===== config.mk =====
export PLATFORM = sky130hd
export DESIGN_NAME = upd78_top
export DESIGN_NICKNAME = d
export VERILOG_FILES = /design/src/upd78_pkg.sv /design/src/upd78_top.sv /design/src/upd78_core.sv /design/src/upd78_dispatch.sv /design/src/upd78_ucode_rom.sv /design/src/upd78_clkgen.sv
export SDC_FILE = /design/constraint.sdc
export NUM_CORES = 1
export LEC_CHECK = 0
export BUFFER_PORTS_ARGS = -buffer_cell sky130_fd_sc_hd__buf_2
export CORE_MARGIN = 5
export CORE_UTILIZATION = 55
export DETAILED_ROUTE_END_ITERATION = 12
export PLACE_DENSITY_LB_ADDON = 0.3
export SETUP_SLACK_MARGIN = 0.02
export SKIP_LAST_GASP = 1
export SYNTH_ARGS = -nofsm -noshare
export SYNTH_HDL_FRONTEND = slang
export SYNTH_SLANG_ARGS = --single-unit

===== constraint.sdc =====
create_clock -name CLK -period 2.3 [get_ports CLK]
set_input_delay 0.345 -clock CLK [delete_from_list [all_inputs] [get_ports CLK]]
set_output_delay 0.345 -clock CLK [all_outputs]
set_load 0.01 [all_outputs]

===== src/upd78_pkg.sv =====
//////////////////////////////////////////////////////////////////////
// upd78 shared definitions
// microcode address map, microword layout, bus opcodes and the
// interrupt entry vector for the small uPD7800 family core
//////////////////////////////////////////////////////////////////////

package upd78_pkg;

  // microcode entry points
  typedef enum logic [5:0] {
    UA_FETCH_T1 = 6'd0,
    UA_FETCH_T2,
    UA_DISPATCH,
    UA_INT_T1,
    UA_INT_T2,
    UA_INT_T3,
    UA_NOP,
    UA_EI,
    UA_DI,
    UA_MVI_T1,
    UA_JMP_T1,
    UA_JMP_T2,
    UA_STAX_T1,
    UA_STAX_T2,
    UA_STAX_T3
  } e_uaddr;

  // next microaddress selection
  typedef enum logic [1:0] {
    UBM_ADV   = 2'd0,  // uaddr + 1
    UBM_DA    = 2'd1,  // nua field
    UBM_AT    = 2'd2,  // opcode dispatch
    UBM_FETCH = 2'd3   // nua, or interrupt entry
  } e_ubm;

  // internal data bus destination
  typedef enum logic [2:0] {
    URS_NONE = 3'd0,
    URS_A    = 3'd1,
    URS_IE   = 3'd2,
    URS_PCL  = 3'd3,
    URS_PCH  = 3'd4,
    URS_WL   = 3'd5,
    URS_WH   = 3'd6
  } e_urs;

  // 7801 single byte opcodes, prefixed forms folded in
  typedef enum logic [7:0] {
    OP_NOP   = 8'h00,
    OP_EI    = 8'h20,
    OP_DI    = 8'h24,
    OP_JMP   = 8'h54,
    OP_MVI_A = 8'h69,
    OP_STAX  = 8'h79
  } e_opcode;

  // one microword, 19 bits
  typedef struct packed {
    e_ubm   bm;
    e_uaddr nua;
    e_urs   drs;
    logic   idx;     // value for ie
    logic   irl;     // ir <- bus
    logic   pc_ab;   // pc onto address bus
    logic   w_ab;    // address latch onto address bus
    logic   pc_inc;
    logic   m1;      // opcode fetch
    logic   rd;
    logic   wr;
  } s_uc;

  // interrupt entry address
  localparam logic [15:0] INT_VECTOR = 16'h0060;

  // no bus activity, back to an interrupt checked fetch
  localparam s_uc UC_IDLE = '{bm: UBM_FETCH, nua: UA_FETCH_T1, drs: URS_NONE,
                              default: 1'b0};

endpackage

===== src/upd78_top.sv =====
//////////////////////////////////////////////////////////////////////
// upd78 top level
// phase generator and core on the external memory bus
//////////////////////////////////////////////////////////////////////

`timescale 1ns/1ps

module upd78_top (
  input  logic        CLK,
  input  logic        reset,
  input  logic        INT,
  input  logic [7:0]  DB_I,
  output logic [15:0] A,
  output logic [7:0]  DB_O,
  output logic        DB_OE,
  output logic        WR,
  output logic        M1
);

  // phase strobes, cp1n has no user in the core
  logic cp1p;
  logic cp2p;
  logic cp2n;

  upd78_clkgen u_clkgen (
    .CLK   (CLK),
    .reset (reset),
    .cp1p  (cp1p),
    .cp1n  (),
    .cp2p  (cp2p),
    .cp2n  (cp2n)
  );

  upd78_core u_core (
    .CLK   (CLK),
    .reset (reset),
    .cp1p  (cp1p),
    .cp2p  (cp2p),
    .cp2n  (cp2n),
    .INT   (INT),
    .DB_I  (DB_I),
    .A     (A),
    .DB_O  (DB_O),
    .DB_OE (DB_OE),
    .WR    (WR),
    .M1    (M1)
  );

endmodule


===== src/upd78_core.sv =====
//////////////////////////////////////////////////////////////////////
// upd78 core
// microsequencer and datapath: pc, ir, a, address latch w, ie,
// address and data output registers and the bus control outputs,
// all stepped by the phase strobes
//////////////////////////////////////////////////////////////////////

`timescale 1ns/1ps

module upd78_core
  import upd78_pkg::*;
(
  input  logic        CLK,
  input  logic        reset,
  input  logic        cp1p,
  input  logic        cp2p,
  input  logic        cp2n,
  input  logic        INT,
  input  logic [7:0]  DB_I,
  output logic [15:0] A,
  output logic [7:0]  DB_O,
  output logic        DB_OE,
  output logic        WR,
  output logic        M1
);

  // microsequencer
  s_uc        uc;
  s_uc        rom_uc;
  e_uaddr     uptr;
  e_uaddr     uptr_next;
  e_uaddr     at;

  // datapath
  logic [15:0] pc;
  logic [15:0] pc_plus1;
  logic [7:0]  upc;
  logic [7:0]  ir;
  logic [7:0]  a;
  logic [15:0] w;
  logic        ie;
  logic        ie_eff;
  logic        int_take;
  logic [15:0] aor;
  logic [7:0]  dor;
  logic [7:0]  idb;

  //////////////////////////////////////////////////////////////////////
  // microcode

  upd78_ucode_rom u_rom (
    .uaddr (uptr),
    .uc    (rom_uc)
  );

  upd78_dispatch u_dispatch (
    .ir (ir),
    .at (at)
  );

  // ie as seen by the fetch check, EI/DI take effect at once
  assign ie_eff   = (uc.drs == URS_IE) ? uc.idx : ie;
  assign int_take = INT & ie_eff;

  always_comb begin
    uptr_next = uptr;
    case (uc.bm)
      UBM_ADV:   uptr_next = e_uaddr'(uptr + 6'd1);
      UBM_DA:    uptr_next = uc.nua;
      UBM_AT:    uptr_next = at;
      UBM_FETCH: uptr_next = int_take ? UA_INT_T1 : uc.nua;
      default:   ;
    endcase
  end

  // uaddr moves at cp2p
  always_ff @(posedge CLK) begin
    if (reset) begin
      uptr <= UA_FETCH_T1;
    end else if (cp2p) begin
      uptr <= uptr_next;
    end
  end

  // next microword at cp2n, first state out of reset is idle
  always_ff @(posedge CLK) begin
    if (reset) begin
      uc <= UC_IDLE;
    end else if (cp2n) begin
      uc <= rom_uc;
    end
  end

  //////////////////////////////////////////////////////////////////////
  // internal data bus

  // bus data on reads, otherwise vector bytes for interrupt entry
  always_comb begin
    if (uc.rd) begin
      idb = DB_I;
    end else if (uc.drs == URS_PCH) begin
      idb = INT_VECTOR[15:8];
    end else begin
      idb = INT_VECTOR[7:0];
    end
  end

  //////////////////////////////////////////////////////////////////////
  // registers, loaded at cp2n

  assign pc_plus1 = pc + 16'd1;

  // pch write completes a jump using the held low byte
  always_ff @(posedge CLK) begin
    if (reset) begin
      pc <= 16'h0000;
    end else if (cp2n) begin
      if (uc.drs == URS_PCH) begin
        pc <= {idb, upc};
      end else if (uc.pc_inc) begin
        pc <= pc_plus1;
      end
    end
  end

  // new pc low byte, held until the high byte arrives
  always_ff @(posedge CLK) begin
    if (cp2n && uc.drs == URS_PCL) begin
      upc <= idb;
    end
  end

  always_ff @(posedge CLK) begin
    if (cp2n && uc.irl) begin
      ir <= idb;
    end
  end

  always_ff @(posedge CLK) begin
    if (cp2n && uc.drs == URS_A) begin
      a <= idb;
    end
  end

  // direct address for stax
  always_ff @(posedge CLK) begin
    if (cp2n) begin
      if (uc.drs == URS_WL) begin
        w[7:0] <= idb;
      end
      if (uc.drs == URS_WH) begin
        w[15:8] <= idb;
      end
    end
  end

  always_ff @(posedge CLK) begin
    if (reset) begin
      ie <= 1'b0;
    end else if (cp2n && uc.drs == URS_IE) begin
      ie <= uc.idx;
    end
  end

  //////////////////////////////////////////////////////////////////////
  // external bus, registered at cp1p

  // address holds when neither source is selected
  always_ff @(posedge CLK) begin
    if (cp1p) begin
      if (uc.pc_ab) begin
        aor <= pc;
      end else if (uc.w_ab) begin
        aor <= w;
      end
    end
  end

  always_ff @(posedge CLK) begin
    if (cp1p && uc.wr) begin
      dor <= a;
    end
  end

  always_ff @(posedge CLK) begin
    if (reset) begin
      M1    <= 1'b0;
      WR    <= 1'b0;
      DB_OE <= 1'b0;
    end else if (cp1p) begin
      M1    <= uc.m1;
      WR    <= uc.wr;
      DB_OE <= uc.wr;
    end
  end

  assign A    = aor;
  assign DB_O = dor;

  // bus driven only while writing
  a_oe_needs_wr : assert property (
    @(posedge CLK) disable iff (reset) DB_OE |-> WR
  );

  // microcode never fetches and writes in one state
  a_m1_wr_excl : assert property (
    @(posedge CLK) disable iff (reset) !(M1 && WR)
  );

endmodule


===== src/upd78_dispatch.sv =====
//////////////////////////////////////////////////////////////////////
// upd78 opcode dispatch
// maps the instruction register to the entry address of its
// microcode routine; unknown opcodes restart the fetch
//////////////////////////////////////////////////////////////////////

`timescale 1ns/1ps

module upd78_dispatch
  import upd78_pkg::*;
(
  input  logic [7:0] ir,
  output e_uaddr     at
);

  always_comb begin
    case (ir)
      OP_NOP:   at = UA_NOP;
      OP_EI:    at = UA_EI;
      OP_DI:    at = UA_DI;
      OP_MVI_A: at = UA_MVI_T1;
      OP_JMP:   at = UA_JMP_T1;
      OP_STAX:  at = UA_STAX_T1;
      // undefined: behaves as a bare fetch
      default:  at = UA_FETCH_T1;
    endcase
  end

endmodule


===== src/upd78_ucode_rom.sv =====
//////////////////////////////////////////////////////////////////////
// upd78 microcode store
// constant table of microwords, one routine per instruction plus
// the opcode fetch and the interrupt entry sequence
//////////////////////////////////////////////////////////////////////

`timescale 1ns/1ps

module upd78_ucode_rom
  import upd78_pkg::*;
(
  input  e_uaddr uaddr,
  output s_uc    uc
);

  always_comb begin
    // unlisted entries fall back to fetch
    uc = UC_IDLE;
    case (uaddr)
      //////////////////////////////////////////////////////////////////////
      // opcode fetch
      UA_FETCH_T1: begin
        // pc out with M1
        uc.bm    = UBM_ADV;
        uc.pc_ab = 1'b1;
        uc.m1    = 1'b1;
        uc.rd    = 1'b1;
      end
      UA_FETCH_T2: begin
        // address held, opcode into ir
        uc.bm     = UBM_ADV;
        uc.m1     = 1'b1;
        uc.rd     = 1'b1;
        uc.irl    = 1'b1;
        uc.pc_inc = 1'b1;
      end
      UA_DISPATCH: begin
        uc.bm = UBM_AT;
      end

      //////////////////////////////////////////////////////////////////////
      // interrupt entry
      UA_INT_T1: begin
        // mask further interrupts
        uc.bm  = UBM_ADV;
        uc.drs = URS_IE;
        uc.idx = 1'b0;
      end
      UA_INT_T2: begin
        // vector low byte
        uc.bm  = UBM_ADV;
        uc.drs = URS_PCL;
      end
      UA_INT_T3: begin
        // vector high byte, pc loads here
        uc.bm  = UBM_DA;
        uc.nua = UA_FETCH_T1;
        uc.drs = URS_PCH;
      end

      //////////////////////////////////////////////////////////////////////
      // one state instructions
      UA_NOP: begin
        uc = UC_IDLE;
      end
      UA_EI: begin
        uc.drs = URS_IE;
        uc.idx = 1'b1;
      end
      UA_DI: begin
        uc.drs = URS_IE;
        uc.idx = 1'b0;
      end

      // mvi a,byte
      UA_MVI_T1: begin
        uc.pc_ab  = 1'b1;
        uc.rd     = 1'b1;
        uc.pc_inc = 1'b1;
        uc.drs    = URS_A;
      end

      // jmp word, low byte first
      UA_JMP_T1: begin
        uc.bm     = UBM_ADV;
        uc.pc_ab  = 1'b1;
        uc.rd     = 1'b1;
        uc.pc_inc = 1'b1;
        uc.drs    = URS_PCL;
      end
      UA_JMP_T2: begin
        uc.pc_ab = 1'b1;
        uc.rd    = 1'b1;
        uc.drs   = URS_PCH;
      end

      // stax word: address into w, then write a
      UA_STAX_T1: begin
        uc.bm     = UBM_ADV;
        uc.pc_ab  = 1'b1;
        uc.rd     = 1'b1;
        uc.pc_inc = 1'b1;
        uc.drs    = URS_WL;
      end
      UA_STAX_T2: begin
        uc.bm     = UBM_ADV;
        uc.pc_ab  = 1'b1;
        uc.rd     = 1'b1;
        uc.pc_inc = 1'b1;
        uc.drs    = URS_WH;
      end
      UA_STAX_T3: begin
        uc.w_ab = 1'b1;
        uc.wr   = 1'b1;
      end
      default: ;
    endcase
  end

endmodule


===== src/upd78_clkgen.sv =====
//////////////////////////////////////////////////////////////////////
// upd78 phase generator
// splits CLK into the four two-phase strobes, one per CLK,
// rotating cp1p, cp1n, cp2p, cp2n; a machine state is 4 CLK
//////////////////////////////////////////////////////////////////////

`timescale 1ns/1ps

module upd78_clkgen (
  input  logic CLK,
  input  logic reset,
  output logic cp1p,
  output logic cp1n,
  output logic cp2p,
  output logic cp2n
);

  // position within the machine state
  logic [1:0] phase;

  // strobes are registered, so cp1p shows in the first CLK out of reset
  always_ff @(posedge CLK) begin
    if (reset) begin
      phase <= 2'd0;
      cp1p  <= 1'b0;
      cp1n  <= 1'b0;
      cp2p  <= 1'b0;
      cp2n  <= 1'b0;
    end else begin
      phase <= phase + 2'd1;
      cp1p  <= (phase == 2'd0);
      cp1n  <= (phase == 2'd1);
      cp2p  <= (phase == 2'd2);
      cp2n  <= (phase == 2'd3);
    end
  end

  // one strobe per CLK once running
  a_strobe_onehot : assert property (
    @(posedge CLK) disable iff (reset)
    !$past(reset) |-> $onehot({cp1p, cp1n, cp2p, cp2n})
  );

endmodule


==> flow_metrics.tcl, run 1 <==
set metrics [dict create \
    p_sw_uw 771.5 \
    peakVddDrop_mv 0.3807 \
    synth_area_leaders "edfxtp_1 (40%), dfxtp_1 (18%), mux2_2 (4.0%)" \
    fin_skew_ns 0.01331 \
    final_area_sq_um 5313 \
    post-route-drc-count 0 \
    h-tree-depth 3 \
    area_delta_synth_final_pct 11.15 \
    fin_crit_ns 1.818 \
    slowest_delay_ns 0.44 \
    finalMaxSlewViolations 0 \
    layout_common_cells "edfxtp_1 (64), dfxtp_1 (42), buf_2 (37)" \
    vias 3506 \
    drt-met1-wl_um 4553 \
    hold_viol_final 0 \
    synth_nets 453 \
    fp-row-count 34 \
    antenna_cells 0 \
    wirelength_um 10500 \
    p_leak_uw 0.001788 \
    synth_edf_count 64 \
    gp_congestion 0.9310 \
    crit_chain "nor3b_2 > buf_4 > o21a_1 > buf_4 > nor2_1 > a2111oi_2" \
    tightest_slew_ns 0.7321 \
    cpMaxStageDelayCell "dfxtp_1" \
    path_common_cell "buf_4" \
    die_height_um 103.2 \
    switching_share 0.2295 \
    max_freq_ghz 0.5500 \
    grt_max_degree 28 \
    ant_nets 0 \
    cp_max_fo 17 \
    cellPowerDensity_nw_per_um2 632.7 \
    cts_root_buffer "clkbuf_8" \
    crit_arrival_ns 2.09 \
    ys_seq_area_frac 0.5780 \
    met2_length_um 5066 \
    first_pass_iters 5 \
    ys_ff_latch 106 \
    path_buf_inv 2 \
    grt_first_pass_wirelength_um 16990 \
    slew_headroom 0.5087 \
    layout_commonest_cell "edfxtp_1" \
    fin_nets 489 \
    end_kind "flop" \
    wire_per_inst_um 18.01 \
    cts_buffer_depth 2 \
    syn-cell-area_sq_um 4780 \
    crit_family "buffers and inverters" \
    finalSetupViolations 0 \
    clock_latency_ns 0.37 \
    cts_sinks 106 \
    die_x_um 103.2 \
    yosys.area.top_type "edfxtp_1" \
    synthFlopType "edfxtp_1" \
    status "complete, no violations" \
    numCtsBuffers 9 \
    crit_path_start_kind "flop" \
    drt-initial-drc-count 228 \
    holdCritPathClass "input port to flop" \
    core_area_sq_um 8593 \
    start_util 0.5562 \
    tns_ns 0 \
    gr-usage-all-layers 0.2088 \
    clkSlewWorstSetupHoldPaths_ns 0.10 \
    ctsResizeCount 0 \
    post_cts_buffers 0 \
    clkPwrFrac 0.365 \
    placedInstanceArea_sq_um 5096 \
    path_class "flop to flop" \
    synth_warnings 0 \
    cap_violations 0 \
    yosys.area.top_type_share 0.4021 \
    boundaryPins 38 \
    dieArea_sq_um 10650 \
    cp.required_ns 2.57 \
    pwr-share-seq 0.602 \
    grt_pass1_vias 3393 \
    top_layer "met4" \
    overflow 0 \
    post-dp-hpwl_um 7317 \
    wl_met3_um 603 \
    rsz0062_at_grt "false" \
    layout-drive-gt1-share 0.1916 \
    layout_worst_path_cycle_share 0.7905 \
    ys_types 63 \
    vias_per_cell 6.014 \
    syn_inst 434 \
    ys_async_sr_fraction 0 \
    internal_power_uw 2590 \
    antenna_found_initial 0 \
    cts_tree "yes" \
    holdBufCountCts 0 \
    port_buffers 37 \
    power_frac_comb 0.033 \
    synth.avg_cell_area_sq_um 11.01 \
]
power by group through the flow:
stage               Sequential [uW]  Clock (uW)  Combinational, uW
floorplan                      2060           0               74.3
global placement               2070           0                107
detailed placement             2070           0                110
CTS                            2020        1240                111
global route                   2030        1340                122
finish                         2020        1230                110
synth_stat cells, types with 9 or more instances:
library cell / instances
o21ai_0: 23
and2_1: 13
clkbuf_1: 19
a21oi_1: 30
nor4_1: 9
nand2_1: 19
nand2b_1: 12
edfxtp_1: 64
dfxtp_1: 42
nor3_1: 16
nand3_1: 14
inv_1: 12
mux2_2: 17
nor2_1: 32
worst reg2reg max path: cells and delay by family, from the launching register on:
kind	cells	cell delay, ns
flops	1	0.44
compound gates	2	0.47
simple gates	2	0.36
buf+inv	2	0.47
cell type report:
class | instances | area, sq um
Clock inverter | 7 | 92.59
Fill cell | 713 | 3281
Timing Repair Buffer | 53 | 305.3
Sequential cell | 106 | 2763
Inverter | 12 | 45.04
Clock buffer | 9 | 123.9
Multi-Input combinational cell | 288 | 1848
Tap cell | 108 | 135.1
metal layers:
metal  global-route usage  up-vias
met5                    0        -
met3              0.02884       21
li1                     -     1693
met2               0.3493      128
met1               0.2764     1664
met4              0.08068        0
path summary, 6_finish.rpt:
check / startpoint / end / slack (ns) / cells past startpoint
setup / recovery: u_core.uc[10]$_SDFFE_PP0P_ / u_core.pc[9]$_SDFFE_PP0P_ / 0.48 / 6
hold / removal: DB_I[6] / u_core.pc[14]$_SDFFE_PP0P_ / 0.35 / 3
hold reg to reg: u_core.a[2]$_DFFE_PP_ / u_core.DB_O[2]$_DFFE_PP_ / 0.42 / 0
setup reg to reg: u_core.uc[10]$_SDFFE_PP0P_ / u_core.pc[9]$_SDFFE_PP0P_ / 0.48 / 6
sequential cells by signal, indices dropped and copies added (netlist names):
signal	flops
u_core.A	16
u_core.pc	16
u_core.w	16
u_core.uc	12
u_core.DB_O	8
u_core.a	8
u_core.ir	8
u_core.upc	8
u_core.uptr	6
u_clkgen.phase	2
u_clkgen.cp1p	1
u_clkgen.cp2n	1
u_clkgen.cp2p	1
u_core.M1	1
u_core.WR	1
u_core.ie	1
logic make-up (layout without fill, tap and decap cells):
logic type | count (synthesis) | count (layout) | share of synthesized area
simple gates | 162 | 162 | 0.1877
buf+inv | 40 | 81 | 0.03534
flops | 106 | 106 | 0.5780
fa+ha+maj | 8 | 8 | 0.02094
mux | 19 | 19 | 0.04424
xor+xnor | 1 | 1 | 0.001833
compound gates | 98 | 98 | 0.1319
per-stage QoR:
step | util | hold slack [ns] | total power [uW] | setup slack (ns) | instances
6_report | 0.6182 | 0.3525 | 3361 | 0.4817 | 583
2_1_floorplan | - | 0.4003 | 2135 | 0.2007 | 434
4_1_cts | 0.6182 | 0.3498 | 3375 | 0.4909 | 583
3_5_place_dp | 0.5930 | 0.4045 | 2177 | 0.5354 | 567
5_1_grt | 0.6182 | 0.3904 | 3488 | 0.1884 | 583
3_3_place_gp | 0.5930 | 0.4017 | 2173 | 0.5799 | 567
Power figures use the tool's default switching activity.
==> run 2: changes to the inputs <==
--- a/config.mk
+++ b/config.mk
@@ -5,6 +5,7 @@
 export SDC_FILE = /design/constraint.sdc
 export NUM_CORES = 1
 export LEC_CHECK = 0
+export ABC_AREA = 1
 export BUFFER_PORTS_ARGS = -buffer_cell sky130_fd_sc_hd__buf_2
 export CORE_MARGIN = 5
 export CORE_UTILIZATION = 55
==> constraint.sdc (replaced) <==
create_clock -name CLK -period 1.8 [get_ports CLK]
set_input_delay 0.27 -clock CLK [delete_from_list [all_inputs] [get_ports CLK]]
set_output_delay 0.27 -clock CLK [all_outputs]
set_load 0.01 [all_outputs]
==> flow_metrics.tcl, run 2 <==
set metrics [dict create \
    boundaryPins 38 \
    max_freq_ghz 0.6310 \
    clock_latency_ns 0.36 \
    die_height_um 103.1 \
    grt_first_pass_wirelength_um 16890 \
    rsz0062_at_grt "false" \
    ys_ff_latch 106 \
    regArea_sq_um 2763 \
    p_leak_uw 0.002040 \
    yosys.area.top_type "edfxtp_1" \
    area_delta_synth_final_pct 11.06 \
    numCtsBuffers 9 \
    holdCritPathClass "input port to flop" \
    post-dp-hpwl_um 7697 \
    finalMaxSlewViolations 0 \
    overflow 0 \
    layout_common_cells "nand2_1 (114), edfxtp_1 (64), nor2_1 (62)" \
    pwr-share-seq 0.609 \
    fp-row-count 34 \
    peakVddDrop_mv 0.4535 \
    fin_skew_ns 0.01275 \
    layout_commonest_cell "nand2_1" \
    cp.required_ns 2.11 \
    synth_edf_count 64 \
    cts_root_buffer "clkbuf_8" \
    crit_arrival_ns 1.89 \
    tightest_slew_ns 0.5385 \
    antenna_cells 0 \
    grt_pass1_vias 3535 \
    path_class "flop to flop" \
    num-fill-cells 751 \
    synth_compound_area_frac 0.1193 \
    synthTopCellsByCount "nand2_1 (114), edfxtp_1 (64), nor2_1 (62)" \
    internal_power_uw 3300 \
    start_util 0.5553 \
    wire_per_inst_um 15.26 \
    syn-cell-area_sq_um 4772 \
    vias_per_cell 5.444 \
    first_pass_iters 5 \
    cap_violations 0 \
    end_kind "flop" \
    crit_path_start_kind "flop" \
    clkPwrFrac 0.350 \
    fin_nets 590 \
    synthFlopType "edfxtp_1" \
    h-tree-depth 3 \
    core_area_sq_um 8593 \
    holdPathEnd "u_core.pc[8]$_SDFFE_PP0P_" \
    r2r-start "u_core.uptr[0]$_SDFFE_PP0P_" \
    ctsResizeCount 0 \
    synth-simple-area-share 0.2098 \
    status "complete, no violations" \
    hold_viol_final 0 \
    cts_sinks 106 \
    synth_xor_area_frac 0.003671 \
    multi_input_area_sq_um 1692 \
    fin_crit_ns 1.585 \
    slew_headroom 0.6406 \
    synth_top_family_by_area "simple AND/OR/NAND/NOR gates" \
    ys_async_sr_fraction 0 \
    gp_congestion 0.9762 \
    cp_max_fo 5 \
    min_from "DB_I[0]" \
    p_sw_uw 974.1 \
    die_x_um 103.1 \
    cellPowerDensity_nw_per_um2 806.4 \
    synth.avg_cell_area_sq_um 9.021 \
    wirelength_um 10440 \
    syn_inst 529 \
    total_power_uw 4274 \
    reg2reg_setup_slack_ns 0.22 \
    finalSetupViolations 0 \
    whs_path_depth 5 \
    layout_worst_path_cycle_share 0.8804 \
    power_frac_comb 0.041 \
    cts_tree "yes" \
    post-route-drc-count 0 \
    synth_area_leaders "edfxtp_1 (40%), dfxtp_1 (18%), nand2_1 (9.0%)" \
    ys_seq_area_frac 0.5789 \
    fin_hold_ws_ns 0.2870 \
    ys_types 37 \
    dieArea_sq_um 10640 \
    antenna_found_initial 0 \
    drt-initial-drc-count 267 \
    yosys.area.top_type_share 0.4027 \
    synth.mux.area_fraction 0 \
    synth_warnings 0 \
    grt_max_degree 29 \
    synth_nets 548 \
    r2r-end "u_core.uc[17]$_SDFFE_PP1P_" \
    post_cts_buffers 0 \
    port_buffers 37 \
    yosysMostFrequentCell "nand2_1" \
    layout-drive-gt1-share 0.1580 \
    synth_fa_ha_area_frac 0.02098 \
    switching_share 0.2279 \
    rr_worst_depth 9 \
    holdBufCountCts 0 \
    ant_nets 0 \
    gr-usage-all-layers 0.2073 \
    vias 3724 \
    clkSlewWorstSetupHoldPaths_ns 0.11 \
    cts_buffer_depth 2 \
]
run 2: final cells by class:
class	count	area share
clock inverters	6	0.01369
repair buffers	50	0.05335
flip-flops and latches	106	0.5212
multi-input cells	344	0.3192
clock buffers	10	0.02408
inverters	60	0.04297
well taps	108	0.02550
run 2: cell families (layout without fill, tap and decap cells):
kind of cell	after synthesis	after routing
flops	106	106
compound gates	99	99
xor+xnor	2	2
simple gates	235	235
fa+ha+maj	8	8
buf+inv	79	126
run 2: metal layers:
metal	GRT usage	up-vias	wire (um)
li1	-	1840	-
met1	0.2879	1712	4556
met2	0.3296	152	4811
met3	0.03112	20	826
met4	0.07968	0	242
met5	0	-	0
run 2: power by group through the flow:
stage	clock (uW)	sequential [uW]	combinational, uW
floorplan	0	2650	116
global placement	0	2660	169
detailed placement	0	2660	175
CTS	1510	2600	176
global route	1590	2610	199
finish	1490	2600	175
run 2: how the worst max path moves through the flow:
| stage | slack [ns] | to | start | cells after the start |
|---|---|---|---|---|
| after floorplan | -0.28 | u_core.upc[0]$_DFFE_PP_ | u_clkgen.cp2n$_SDFF_PP0_ | 4 |
| after global placement | 0.35 | u_core.uc[1]$_SDFFE_PP0P_ | u_core.uptr[0]$_SDFFE_PP0P_ | 8 |
| after detailed placement | 0.27 | u_core.uc[17]$_SDFFE_PP1P_ | u_core.uptr[0]$_SDFFE_PP0P_ | 9 |
| after CTS | 0.24 | u_core.uc[17]$_SDFFE_PP1P_ | u_core.uptr[0]$_SDFFE_PP0P_ | 9 |
| after global routing | 0.04 | u_core.uc[18]$_SDFFE_PP1P_ | u_core.uptr[0]$_SDFFE_PP0P_ | 9 |
| final | 0.22 | u_core.uc[17]$_SDFFE_PP1P_ | u_core.uptr[0]$_SDFFE_PP0P_ | 9 |
run 2: worst max-delay path, cell delays in order, from the launching register on:
cell     delay, ns
dfxtp_1       0.41
inv_1         0.12
ha_1          0.24
o21ai_0       0.25
nor2_1        0.07
nor2_1        0.14
nand2_1       0.08
o21ai_1       0.12
nand2_1       0.06
nand2_1       0.05
run 2: metrics by stage:
stage               instances  setup WS, ns  instance area (sq um)  setup TNS [ns]  utilization
floorplan                 529       -0.2794                   4776          -6.472            -
global placement          668        0.3487                   5100               0       0.5935
detailed placement        668        0.2665                   5100               0       0.5935
CTS                       684        0.2409                   5300               0       0.6168
global route              684       0.04108                   5300               0       0.6168
finish                    684        0.2152                   5300               0       0.6168
==> run 3: changes to the inputs <==
--- a/config.mk
+++ b/config.mk
@@ -8,7 +8,7 @@
 export ABC_AREA = 1
 export BUFFER_PORTS_ARGS = -buffer_cell sky130_fd_sc_hd__buf_2
 export CORE_MARGIN = 5
-export CORE_UTILIZATION = 55
+export CORE_UTILIZATION = 35
 export DETAILED_ROUTE_END_ITERATION = 12
 export PLACE_DENSITY_LB_ADDON = 0.3
 export SETUP_SLACK_MARGIN = 0.02
==> flow_metrics.tcl, run 3 (synthesized netlist as in run 2, its figures left out) <==
set metrics [dict create \
    status "complete, no violations" \
    wirelength_um 10500 \
    power_frac_comb 0.039 \
    cts_sinks 106 \
    fp-row-count 42 \
    area_delta_synth_final_pct 15.31 \
    use_met1 0.1798 \
    grt_first_pass_wirelength_um 17250 \
    crit_family "flip-flops" \
    antenna_found_initial 0 \
    pwr-share-seq 0.553 \
    clkPwrFrac 0.408 \
    vias 3650 \
    path_class "flop to flop" \
    cts_root_buffer "clkbuf_16" \
    port_buffers 37 \
    die_height_um 126.8 \
    holdCritPathClass "input port to flop" \
    first_pass_iters 4 \
    gp_congestion 0.9281 \
    slowest_delay_ns 0.40 \
    r2r-start "u_core.uptr[0]$_SDFFE_PP0P_" \
    post_cts_buffers 0 \
    tightest_slew_ns 0.4049 \
    start_util 0.3589 \
    finalMaxSlewViolations 0 \
    overflow 0 \
    vias_per_cell 4.841 \
    grt_max_degree 23 \
    cap_violations 0 \
    dieArea_sq_um 16070 \
    h-tree-depth 3 \
    cp_max_fo 5 \
    drt-initial-drc-count 273 \
    die_x_um 126.8 \
    crit_chain "inv_1 > ha_1 > nand2_1 > nor2_1 > nor2_1 > nand2_1 > o21ai_0 > a21oi_1" \
    dp.cells 738 \
    wire_per_inst_um 13.93 \
    regArea_sq_um 2763 \
    cts_tree "yes" \
    finalSetupViolations 0 \
    min_from "DB_I[5]" \
    ant_nets 0 \
    fin_skew_ns 0.008454 \
    cpMaxStageDelayCell "dfxtp_1" \
    max_freq_ghz 0.6467 \
    internal_power_uw 3625 \
    layout_commonest_cell "nand2_1" \
    numCtsBuffers 9 \
    holdBufCountCts 0 \
    clkSlewWorstSetupHoldPaths_ns 0.07 \
    ctsResizeCount 0 \
    hold_viol_final 0 \
    layout_worst_path_cycle_share 0.8591 \
    clock_latency_ns 0.35 \
    end_kind "flop" \
    post-dp-hpwl_um 7635 \
    switching_share 0.2303 \
    use_met2 0.2108 \
    finalWorstSetupSlack_ns 0.2537 \
    rsz0062_at_grt "false" \
    p_sw_uw 1085 \
    cts_buffer_depth 2 \
    cp.required_ns 2.02 \
    layout-drive-gt1-share 0.1626 \
    peakVddDrop_mv 0.4021 \
    path_buf_inv 1 \
    grt_busiest_layer "met2" \
    holdPathEnd "u_core.pc[13]$_SDFFE_PP0P_" \
    antenna_cells 0 \
    reg2reg_setup_slack_ns 0.25 \
    p_leak_uw 0.002098 \
    pre_cts_slack_ns 0.2551 \
    r2r-end "u_core.uc[1]$_SDFFE_PP0P_" \
    grt_pass1_vias 3497 \
    layout_common_cells "nand2_1 (114), edfxtp_1 (64), nor2_1 (62)" \
    cellPowerDensity_nw_per_um2 855.9 \
    whs_path_depth 5 \
    post-route-drc-count 0 \
    slew_headroom 0.7280 \
    fin_nets 592 \
    rr_worst_depth 8 \
    fin_crit_ns 1.546 \
    grtUsageMet3 0.03909 \
    crit_arrival_ns 1.77 \
    gr-usage-all-layers 0.1342 \
    num-fill-cells 1325 \
    stdcell_count 754 \
    crit_path_start_kind "flop" \
    multi_input_area_sq_um 1692 \
    core_area_sq_um 13300 \
    boundaryPins 38 \
]
[run 3: cell count changes in the layout (fill, tap and decap cells not counted)]
cell and change:
clkbuf_16 +9, clkbuf_8 -9, buf_4 +2, clkinv_8 +2, bufinv_16 -1, clkbuf_1 -1, clkinv_4 -1, inv_8 +1
[run 3: routing by layer]
metal	routed length, um	vias up
met1	4752	1679
met4	193	0
met5	0	-
met3	754	13
li1	-	1852
met2	4798	106
[run 3: power by group through the flow]
stage               Combinational [uW]  Sequential (uW)  Clock (uW)
floorplan                          116             2650           0
global placement                   181             2660           0
detailed placement                 184             2660           0
CTS                                184             2600        1980
global route                       208             2610        2080
finish                             183             2600        1920
[run 3: area by class of cell]
class	count	area share
Sequential cell	106	0.5020
Multi-Input combinational cell	344	0.3074
Timing Repair Buffer	52	0.05412
Inverter	60	0.04138
Clock buffer	9	0.04093
Tap cell	176	0.04002
Clock inverter	7	0.01410
[run 3: worst max path at each step]
stage	startpoint	to	cells after the start
final	u_core.uptr[0]$_SDFFE_PP0P_	u_core.uc[1]$_SDFFE_PP0P_	8
after global routing	u_core.uptr[0]$_SDFFE_PP0P_	u_core.uc[1]$_SDFFE_PP0P_	8
after CTS	u_core.uptr[0]$_SDFFE_PP0P_	u_core.uc[1]$_SDFFE_PP0P_	8
after detailed placement	u_core.uptr[0]$_SDFFE_PP0P_	u_core.uc[1]$_SDFFE_PP0P_	8
after global placement	u_core.uptr[0]$_SDFFE_PP0P_	u_core.uc[5]$_SDFFE_PP0P_	8
after floorplan	u_clkgen.cp2n$_SDFF_PP0_	u_core.upc[0]$_DFFE_PP_	4
[run 3: worst min-delay path: cells and delay by family]
kind | cells | cell delay, ns
compound gates | 2 | 0.11
buf+inv | 1 | 0.09
simple gates | 2 | 0.15
[run 3: through the flow]
stage	power [uW]	hold slack [ns]	util	instance area (sq um)	TNS [ns]
5_1_grt	4895	0.3353	0.4139	5503	0
3_3_place_gp	2838	0.4089	0.3911	5200	0
4_1_cts	4766	0.3149	0.4139	5503	0
6_report	4710	0.3200	0.4139	5503	0
3_5_place_dp	2842	0.4063	0.3911	5200	0
2_1_floorplan	2770	0.3485	-	4776	-6.472
